$ cat config.mk
export PLATFORM = sky130hd
export DESIGN_NAME = l2_ctrl
export DESIGN_NICKNAME = d
export VERILOG_FILES = /design/src/hw/cache_pkg.sv /design/src/hw/l2_ctrl.sv
export SDC_FILE = /design/constraint.sdc
export NUM_CORES = 1
export LEC_CHECK = 0
export CAP_MARGIN = 20
export CORE_AREA = 2 2 188 190
export DETAILED_ROUTE_END_ITERATION = 6
export DIE_AREA = 0 0 190 192
export DONT_BUFFER_PORTS = 1
export GPL_TIMING_DRIVEN = 0
export REMOVE_ABC_BUFFERS = 1
export SETUP_SLACK_MARGIN = 0.5
export SLEW_MARGIN = 20
export SYNTH_ARGS = -nofsm -noshare
export SYNTH_HDL_FRONTEND = slang
export SYNTH_SLANG_ARGS = --single-unit
$ cat constraint.sdc
create_clock -name clk -period 3.3 [get_ports clk]
set_clock_uncertainty 0.15 [all_clocks]
set_input_delay 0.165 -clock clk [delete_from_list [all_inputs] [get_ports clk]]
set_output_delay 0.165 -clock clk [all_outputs]
set_load 0.05 [all_outputs]
$ cat src/hw/cache_pkg.sv
//////////////////////////////
// shared widths, request structs and the L2 FSM state
// used by every module of the two-level data cache
//////////////////////////////
package cache_pkg;

    // processor word and cache block geometry
    localparam int WORD_W     = 32;
    localparam int BLOCK_W    = 128;
    localparam int ADDR_W     = 30;
    // two word-offset bits select one of four words
    localparam int OFF_W      = 2;
    localparam int BLK_ADDR_W = ADDR_W - OFF_W;

    //////////////////////////////
    // request bundles
    //////////////////////////////

    // one processor data access, word addressed
    typedef struct packed {
        logic                read;
        logic                write;
        logic [ADDR_W-1:0]   addr;
        logic [WORD_W-1:0]   wdata;
    } proc_req_t;

    // block transfer, L1 to L2 and L2 to memory
    typedef struct packed {
        logic                  read;
        logic                  write;
        logic [BLK_ADDR_W-1:0] addr;
        logic [BLOCK_W-1:0]    wdata;
    } blk_req_t;

    //////////////////////////////
    // L2 controller states
    //////////////////////////////

    typedef enum logic [1:0] {
        L2_IDLE      = 2'd0,
        L2_WRITEBACK = 2'd1,
        L2_READMEM   = 2'd2,
        L2_READY     = 2'd3
    } l2_state_e;

endpackage

$ cat src/hw/l2_ctrl.sv
//////////////////////////////
// L2 controller FSM
// serves L1 block requests from the array or from slow memory,
// writing a dirty victim back before the refill
//////////////////////////////
`timescale 1ns/10ps

module l2_ctrl (
    input  logic                              clk,
    input  logic                              rst_n,
    input  cache_pkg::blk_req_t               l2_req_i,
    input  logic                              hit_i,
    input  logic                              victim_dirty_i,
    input  logic [cache_pkg::BLK_ADDR_W-1:0]  victim_addr_i,
    input  logic [cache_pkg::BLOCK_W-1:0]     victim_data_i,
    input  logic                              mem_ready_i,
    output logic                              l2_ready_o,
    output cache_pkg::blk_req_t               mem_req_o,
    output logic                              fill_en_o,
    output logic                              l1_wr_en_o,
    output logic                              clean_en_o,
    output logic                              resp_load_o
);

    cache_pkg::l2_state_e state_q;
    cache_pkg::l2_state_e state_d;
    logic                 mem_ready_q;
    logic                 access;

    assign access = l2_req_i.read | l2_req_i.write;

    // one-cycle ready, the FSM always leaves L2_READY
    assign l2_ready_o = (state_q == cache_pkg::L2_READY);

    //////////////////////////////
    // next state and strobes
    //////////////////////////////

    always_comb begin
        state_d     = state_q;
        fill_en_o   = 1'b0;
        l1_wr_en_o  = 1'b0;
        clean_en_o  = 1'b0;
        resp_load_o = 1'b0;
        mem_req_o   = '0;

        case (state_q)
            cache_pkg::L2_IDLE: begin
                if (access) begin
                    if (hit_i) begin
                        resp_load_o = 1'b1;
                        l1_wr_en_o  = l2_req_i.write;
                        state_d     = cache_pkg::L2_READY;
                    end else if (victim_dirty_i) begin
                        state_d = cache_pkg::L2_WRITEBACK;
                    end else begin
                        state_d = cache_pkg::L2_READMEM;
                    end
                end
            end

            cache_pkg::L2_WRITEBACK: begin
                if (mem_ready_q) begin
                    // victim is in memory now
                    clean_en_o = 1'b1;
                    state_d    = cache_pkg::L2_READMEM;
                end else begin
                    mem_req_o.write = 1'b1;
                    mem_req_o.addr  = victim_addr_i;
                    mem_req_o.wdata = victim_data_i;
                end
            end

            cache_pkg::L2_READMEM: begin
                if (mem_ready_q) begin
                    fill_en_o   = 1'b1;
                    resp_load_o = 1'b1;
                    // L1 victim block lands on top of the refilled line
                    l1_wr_en_o  = l2_req_i.write;
                    state_d     = cache_pkg::L2_READY;
                end else begin
                    mem_req_o.read = 1'b1;
                    mem_req_o.addr = l2_req_i.addr;
                end
            end

            cache_pkg::L2_READY: begin
                state_d = cache_pkg::L2_IDLE;
            end

            default: begin
                state_d = cache_pkg::L2_IDLE;
            end
        endcase
    end

    //////////////////////////////
    // state and memory ready
    //////////////////////////////

    always_ff @(posedge clk or negedge rst_n) begin
        if (!rst_n) begin
            state_q     <= cache_pkg::L2_IDLE;
            mem_ready_q <= 1'b0;
        end else begin
            state_q     <= state_d;
            mem_ready_q <= mem_ready_i;
        end
    end

endmodule

# Yosys cells after proc, flatten, opt, wreduce, memory -nomap -nowiden
# Cells that the tools add are included.
[totals]
output_inout_bits = 163
regBits = 3
[classes]
bitwise_logic = 1
eq_ne = 6
muxes = 23
n_reduce_logical = 2
[ops]
columns = ["op", "count"]
rows = [
  ["two-way mux 157 bit", 1],
  ["two-way mux 128 bit", 1],
  ["case mux 28 bit (2 select lines)", 1],
  ["two-way mux 28 bit", 1],
  ["two-way mux 1 bit", 11],
  ["two-way mux 2 bit", 5],
  ["case mux 2 bit (4 select lines)", 1],
  ["!= test 2 bit, second input constant", 3],
  ["== test 2 bit, second input constant", 2],
  ["case mux 1 bit (2 select lines)", 2],
  ["AND reduction 3 bit", 1],
  ["== test 2 x 1 -> 1 bit, second input constant", 1],
  ["zero test 2 bit", 1],
  ["OR 1 bit", 1],
]

# Longest topological paths before layout
# Gate-level depths: netlist of the first run.
[depth]
word_depth = 4
ltp_mapped = 7
depth_no_buf = 5

# Worst setup path before layout of the first run
# No wires, ideal clock.
[synth_timing]
kind = "flip-flop to output port"
from = "register state_q[0]"
to = "output port mem_req_o[137] in the netlist's numbering"
t_arrival_ns = 2.046
slack_ns = 0.939
required_time_ns = 2.985
path_stages_with_launch = 7
n_path_buf = 1
path_cell_list = "dfrtp_1 inv_1 ha_1 nor2b_2 buf_2 a22oi_1 nor2b_1"
[synth_lines]
columns = ["element", "line", "source"]
rows = [
  ["from (decl)", "l2_ctrl.sv:25", "cache_pkg::l2_state_e state_q;"],
  ["from (signal assigned)", "l2_ctrl.sv:103", "state_q <= cache_pkg::L2_IDLE;"],
  ["from (signal assigned)", "l2_ctrl.sv:106", "state_q <= state_d;"],
  ["to (decl)", "l2_ctrl.sv:18", "output cache_pkg::blk_req_t mem_req_o,"],
]

==> run summary, run 1 <==
mean post-synth cell area: 6.88 µm²
Finished Layout Cells: 705
Net Sw Power: 1.67 mW
outcome: completed
remaining global-route overflow: 0
DIE WIDTH: 190 µm
combined buffer and inverter count along the critical path: 2
Mapped Area: 1630 µm²
detailed-route wire length: 14.9 mm
total vias in the final route: 1899
number of buffers inserted during clock tree synthesis: 3
clock tree from TritonCTS: built
start of the worst register-to-register path: state_q[0]
post-detailed-placement half-perimeter wirelength: 13.9 mm
worst slew pin tran: 1.04 ns
number of slew-limit violations in the final report: 0
path type of the worst min-delay path: in2reg
predominant post-synthesis flop cell: sky130_fd_sc_hd__dfrtp_1
fraction of the yosys area taken by sequential cells: 4.60%
Worst Path Arrival: 2.48 ns
unrepaired setup endpoints after global routing: yes
antenna violations before repair: 47
Synth area leader: sky130_fd_sc_hd__and2_1
clock root buffer master: sky130_fd_sc_hd__clkbuf_16
type of the worst setup path: reg2out
final critical-path setup slack: 0.508 ns
Slew Limit Headroom: 30.5%
Floorplan Core Area: 34300 µm²
startpoint of the most critical setup path: state_q[0]
relative area change from synthesis to final layout: 49.2%
leakage power: 0.743 nW
most area-consuming cells after synthesis: sky130_fd_sc_hd__and2_1 50%, sky130_fd_sc_hd__a22oi_1 13%, sky130_fd_sc_hd__nor2b_1 11%
gpl congestion: 0.840
worst slack on hold paths: 0.0122 ns
combined global-route utilization of all metal layers: 7.37%
Post-synth top cells: 130 x sky130_fd_sc_hd__and2_1, 29 x sky130_fd_sc_hd__nor2b_1, 28 x sky130_fd_sc_hd__a22oi_1
endpoint of the worst register-to-register path: state_q[1]
total stage count of the critical path: 6
vias per inst: 2.69
power per standard cell area: 970 nW/µm²
fraction of registers with async set or reset after synthesis: 100%
setup slack, reg-to-reg: 1.39 ns
dominant combinational cell family by area after synthesis: simple AND/OR/NAND/NOR gates
effective utilization at floorplan: 4.76%
Data required, critical path: 2.98 ns
number of instances in the synthesized netlist: 237
YS warnings: 0
number of synthesized register bits: 3
fraction of power consumed by combinational cells: 88.9%
number of clock sinks: 3
top-level port count: 482
kind of end point of the critical path: output port
global-route wire length before repair: 17.1 mm
total DRC errors in the routed layout: 0
Clock Pin Slew Worst Setup and Hold Paths: 0.03 ns
post-layout min period: 2.79 ns
share of the synthesized netlist area taken by xor and xnor gates: 0%
Yosys cell types: 24
largest stage delay on the critical path: 0.72 ns
Max Root-Sink Buffers: 2
worst slack, placed: 0.455 ns
post-synthesis share of cell area spent on full adders, half adders and majority gates: 4.60%
First-pass DRT Iterations: 4
clock latency on the worst-skew pair: 0.22 ns
Placement Cell Area: 2180 µm²
portion of netlist area occupied by mux cells: 1.23%
final standard cell area without fillers: 2430 µm²
Fmax achieved: 358 MHz
post-route antenna net violation count: 0
vertical die dimension: 192 µm
r2r worst-path depth: 4
Synth Area in Simple Gates: 64.0%
dominant cell by count in the synthesized netlist: sky130_fd_sc_hd__and2_1
worst-path fanout max: 21
hold violation total from the final report: 0
Synth top area share: 49.8%
portion of total power attributed to the clock network: 8.2%
compound-gate portion of the synthesized area: 15.8%
critical path startpoint category: flip-flop
Switching Fraction: 70.9%
area of the die: 36500 µm²
cell breakdown of the critical path: inv_1, ha_1, nor2b_4, buf_12, a22oi_1, nor2b_1
library cell contributing the largest single delay on the critical path: sky130_fd_sc_hd__nor2b_1
Final setup violation count: 0
maximum number of pins on one net before global-route repair: 54
dpl cells: 674
max-cap violation count: 0
Internal Pwr Total: 0.688 mW
WL/cell: 21.1 µm
maximum VDD drop: 0.270 mV
portion of the clock cycle consumed by the worst path in the final layout: 84.6%
Tot Pwr: 2.36 mW
standard-cell row count: 68
relative contribution of sequential cells to total power: 2.9%
depth of the CTS H-tree: 1
count of input and output buffers: 0
Final nets: 552
number of flops mapped to enable cells by yosys: 0
via count of the first global-routing pass: 1648
endpoint of the most critical setup path: mem_req_o[155]
number of violations reported at the end of detailed-routing iteration 0: 56
cell type group with the largest total delay on the critical path: simple AND/OR/NAND/NOR gates
share of layout cells above drive strength 1: 19.5%
## worst min path at each step
stage | cells past startpoint | startpoint | end
global route | 2 | victim_dirty_i | state_q[0]
finish | 2 | victim_dirty_i | state_q[0]
global placement | 0 | rst_n | mem_ready_q
detailed placement | 0 | rst_n | mem_ready_q
floorplan | 0 | rst_n | mem_ready_q
CTS | 2 | victim_dirty_i | state_q[0]
## layout by cell type (no fill, tap or decap), drive strengths merged, types with 2 or more instances in the layout
cell type	count
clkbuf	4
nor2	2
a22oi	29
nor2b	31
ha	6
buf	6
and2	130
mux2i	2
dfrtp	3
dlygate4sd3	2
diode	24
inv	2
## worst reg2reg max path, stage by stage, from the launching register on
cell	delay [ns]
sky130_fd_sc_hd__dfrtp_1	0.40
sky130_fd_sc_hd__inv_1	0.12
sky130_fd_sc_hd__ha_1	0.86
sky130_fd_sc_hd__o21ai_0	0.15
sky130_fd_sc_hd__mux2i_1	0.16
## metal layers
layer | part of all wire, % | track usage (%) | up-vias | routed length, µm
met3 | 21 | 6.69 | 46 | 3200
li1 | - | - | 778 | -
met2 | 48 | 13.3 | 275 | 7140
met5 | 1.0 | 0 | - | 154
met1 | 28 | 5.94 | 774 | 4100
met4 | 2.0 | 1.40 | 26 | 303
## power groups by stage
| stage | combinational, mW | clock, mW | sequential [mW] |
|---|---|---|---|
| after CTS | 2.12 | 0.196 | 0.0681 |
| after detailed placement | 2.05 | 0 | 0.0686 |
| after global placement | 1.97 | 0 | 0.0652 |
| final | 2.10 | 0.194 | 0.0681 |
| after floorplan | 1.70 | 0 | 0.0639 |
| after global routing | 2.21 | 0.198 | 0.0703 |
## kinds of logic after synthesis
logic type               count (synthesis)
flip-flops                               3
buffers and inverters                   25
multiplexers                             2
adder cells (fa/ha/maj)                  6
AND/OR/NAND/NOR                        167
AO/OA/AOI/OAI                           34
## cell type report
type / instances / area (µm²)
sequential: 3 / 75.1
tap: 455 / 569
clock buffer: 4 / 78.8
antenna: 24 / 60.1
multi-input combinational: 209 / 1490
fill: 4016 / 31900
timing repair buffer: 8 / 150
inverter: 2 / 7.51
## state kept, by name (all words and copies together) (netlist names)
name	cells
state_q	2
mem_ready_q	1
## timing repair
| action | 4_1_cts | 5_1_grt |
|---|---|---|
| hold endpoints to repair | 4 | 0 |
| hold buffers | 2 | 0 |
| buffers inserted | 0 | 1 |
| endpoints found under the setup margin | 29 | 42 |
| gates resized for setup | 22 | 13 |
## metrics by stage
step	util, %	TNS, ns
final	7.10	0
after global routing	6.96	0
after CTS	6.83	0
after detailed placement	6.36	0
after global placement	5.98	-305.45
after floorplan	-	-63.36
Power figures use the tool's default switching activity.
==> run 2, diff against run 1 <==
--- a/config.mk
+++ b/config.mk
@@ -5,10 +5,11 @@
 export SDC_FILE = /design/constraint.sdc
 export NUM_CORES = 1
 export LEC_CHECK = 0
+export ABC_AREA = 1
 export CAP_MARGIN = 20
-export CORE_AREA = 2 2 188 190
+export CORE_AREA = 2 2 186 188
 export DETAILED_ROUTE_END_ITERATION = 6
-export DIE_AREA = 0 0 190 192
+export DIE_AREA = 0 0 188 190
 export DONT_BUFFER_PORTS = 1
 export GPL_TIMING_DRIVEN = 0
 export REMOVE_ABC_BUFFERS = 1
==> constraint.sdc (replaced) <==
create_clock -name clk -period 2.8 [get_ports clk]
set_clock_uncertainty 0.15 [all_clocks]
set_input_delay 0.14 -clock clk [delete_from_list [all_inputs] [get_ports clk]]
set_output_delay 0.14 -clock clk [all_outputs]
set_load 0.05 [all_outputs]
==> run summary, run 2 <==
outcome: completed
predominant post-synthesis flop cell: sky130_fd_sc_hd__dfrtp_1
Placement Cell Area: 2320 µm²
number of fill cells in the layout: 3987
critical path startpoint category: flip-flop
Net Sw Power: 2.76 mW
relative contribution of sequential cells to total power: 2.5%
detailed-route wire length: 11.3 mm
portion of the clock cycle consumed by the worst path in the final layout: 80.9%
unrepaired setup endpoints after global routing: yes
dominant cell by count in the synthesized netlist: sky130_fd_sc_hd__nand2_1
total vias in the final route: 2670
largest register by flop count: state_q
M1 wire length: 3.79 mm
number of buffers inserted during clock tree synthesis: 3
number of violations reported at the end of detailed-routing iteration 0: 121
Fmax achieved: 441 MHz
number of cells on the worst hold path: 4
mean post-synth cell area: 4.49 µm²
endpoint of the worst register-to-register path: state_q[0]
area used by sequential logic in the layout: 78.8 µm²
met2 routed WL: 6.20 mm
number of clock sinks: 3
First-pass DRT Iterations: 7
clock tree from TritonCTS: built
fraction of power consumed by combinational cells: 91.1%
Synth top area share: 37.3%
number of flip-flops in the largest register: 2
Data required, critical path: 2.51 ns
library cell contributing the largest single delay on the critical path: sky130_fd_sc_hd__nor2_2
r2r worst-path depth: 6
largest stage delay on the critical path: 0.55 ns
setup slack, reg-to-reg: 1.27 ns
clock latency on the worst-skew pair: 0.22 ns
cell type group with the largest total delay on the critical path: simple AND/OR/NAND/NOR gates
gpl congestion: 0.727
kind of end point of the critical path: output port
global-route wire length before repair: 13.0 mm
remaining global-route overflow: 0
Floorplan Core Area: 33900 µm²
Tot Pwr: 3.52 mW
count of input and output buffers: 0
number of flops mapped to enable cells by yosys: 0
Synth area leader: sky130_fd_sc_hd__nand2_1
number of instances in the synthesized netlist: 426
path type of the worst min-delay path: in2reg
most area-consuming cells after synthesis: sky130_fd_sc_hd__nand2_1 37%, sky130_fd_sc_hd__nor2_1 26%, sky130_fd_sc_hd__a21oi_1 5.0%
Max Root-Sink Buffers: 2
clock root buffer master: sky130_fd_sc_hd__clkbuf_16
Final nets: 730
Switching Fraction: 78.6%
final standard cell area without fillers: 3200 µm²
worst-path fanout max: 60
depth of the CTS H-tree: 1
WL/cell: 13.1 µm
number of slew-limit violations in the final report: 0
worst slew pin tran: 1.02 ns
type of the worst setup path: reg2out
most common library cell in the layout ignoring fill and taps: sky130_fd_sc_hd__nand2_1
effective utilization at floorplan: 5.63%
power per standard cell area: 1100 nW/µm²
met3 wire length: 1.07 mm
maximum VDD drop: 1.48 mV
top-level port count: 482
fraction of registers with async set or reset after synthesis: 100%
cell breakdown of the critical path: inv_1, ha_2, inv_6, clkbuf_16, nor2_2
hold violation total from the final report: 0
number of synthesized register bits: 3
post-detailed-placement half-perimeter wirelength: 8.20 mm
post-layout min period: 2.27 ns
antenna violations before repair: 6
most used cells in the layout excluding fill and tap cells: 190 x sky130_fd_sc_hd__nand2_1, 108 x sky130_fd_sc_hd__nor2_2, 28 x sky130_fd_sc_hd__a21oi_4, 15 x sky130_fd_sc_hd__nor2_4, 13 x sky130_fd_sc_hd__nor2_1
startpoint of the tightest hold check path: hit_i
Post-synth top cells: 190 x sky130_fd_sc_hd__nand2_1, 134 x sky130_fd_sc_hd__nor2_1, 19 x sky130_fd_sc_hd__a21oi_1
YS warnings: 0
Mapped Area: 1910 µm²
Top Layer Used: met5
area of the die: 35700 µm²
Worst Path Arrival: 1.98 ns
combined buffer and inverter count along the critical path: 3
vias per inst: 3.10
fraction of the yosys area taken by sequential cells: 3.93%
vertical die dimension: 190 µm
max-cap violation count: 0
multi-input logic area: 2240 µm²
maximum number of pins on one net before global-route repair: 121
post-route antenna net violation count: 0
total DRC errors in the routed layout: 0
Setup Total Neg Slack: 0 ns
start of the worst register-to-register path: mem_ready_q
combined global-route utilization of all metal layers: 4.86%
via count of the first global-routing pass: 2127
Yosys cell types: 18
endpoint of the worst hold path: state_q[0]
standard-cell row count: 68
DIE WIDTH: 188 µm
relative area change from synthesis to final layout: 67.3%
Top Registers: state_q (2), mem_ready_q (1)
Internal Pwr Total: 0.753 mW
Slew Limit Headroom: 31.6%
leakage power: 0.866 nW
portion of total power attributed to the clock network: 6.4%
Clock Pin Slew Worst Setup and Hold Paths: 0.03 ns
Final setup violation count: 0
share of layout cells above drive strength 1: 44.3%
-- run 2: cell count changes in the layout (fill, tap and decap cells not counted), sizes merged, moves of 2 or more --
cell	delta
a21oi	+29
inv	+9
and2	-130
clkinv	+2
buf	-2
mux2i	-2
nand3	+2
a22oi	-29
nor2	+134
diode	-22
nor2b	-31
nand2	+200
-- run 2: per-layer routing --
metal / track usage (%) / up-vias
met5: 0 / -
met3: 1.64 / 18
met2: 9.91 / 220
met4: 1.15 / 8
met1: 4.61 / 1193
li1: - / 1231
-- run 2: logic make-up (layout without fill, tap and decap cells) --
kind of cell | after synthesis | in the layout | share of synthesized area, %
AO/OA/AOI/OAI | 31 | 31 | 10.2
adder cells (fa/ha/maj) | 6 | 6 | 3.93
buffers and inverters | 48 | 25 | 13.6
flip-flops | 3 | 3 | 3.93
other | 0 | 2 | 0
AND/OR/NAND/NOR | 338 | 339 | 68.3
-- run 2: area by class of cell --
| class | count | share of cell area [%] |
|---|---|---|
| Antenna cell | 2 | 0.156 |
| Sequential cell | 3 | 2.46 |
| Inverter | 13 | 2.66 |
| Timing Repair inverter | 1 | 0.274 |
| Tap cell | 455 | 17.8 |
| Multi-Input combinational cell | 376 | 70.0 |
| Timing Repair Buffer | 7 | 4.15 |
| Clock buffer | 4 | 2.46 |
-- run 2: tightest hold or removal path, cell delays in order --
cell and delay (ns):
sky130_fd_sc_hd__nor2_1 0.02, sky130_fd_sc_hd__nor2_1 0.08, sky130_fd_sc_hd__nand2_1 0.06, sky130_fd_sc_hd__nand2_1 0.05
-- run 2: what timing repair did --
action / 4_1_cts / 5_1_grt
gates cloned: 0 / 3
endpoints found under the setup margin: 156 / 150
hold endpoints to repair: 4 / 0
setup buffers: 0 / 2
pin swaps: 0 / 4
hold buffers: 2 / 0
resized for setup: 118 / 77
-- run 2: how the worst max path moves through the flow --
stage                 from             end  slack [ns]  cells after the start
2_1_floorplan   state_q[1]  mem_req_o[128]       -0.86                      6
3_3_place_gp    state_q[1]   mem_req_o[37]       -2.00                      4
3_5_place_dp   mem_ready_q  mem_req_o[137]       -0.29                      5
4_1_cts        mem_ready_q   mem_req_o[69]        0.22                      4
5_1_grt         state_q[1]   mem_req_o[61]        0.44                      5
6_report        state_q[1]   mem_req_o[12]        0.53                      5
-- run 2: per-stage QoR --
stage	hold slack, ns	utilization [%]	setup WS [ns]	std cells
detailed placement	-0.306	6.85	-0.285	848
CTS	0.0218	8.53	0.221	854
global placement	-0.306	6.69	-2.00	846
floorplan	-0.306	-	-0.860	391
global route	0.0332	9.41	0.436	859
finish	0.0195	9.42	0.534	861
-- run 2: power by group through the flow --
| stage | clock, mW | combinational (mW) | sequential [mW] |
|---|---|---|---|
| 2_1_floorplan | 0 | 2.17 | 0.0783 |
| 3_3_place_gp | 0 | 2.45 | 0.0847 |
| 3_5_place_dp | 0 | 2.50 | 0.0853 |
| 4_1_cts | 0.228 | 2.97 | 0.0849 |
| 5_1_grt | 0.232 | 3.36 | 0.0934 |
| 6_report | 0.224 | 3.20 | 0.0882 |
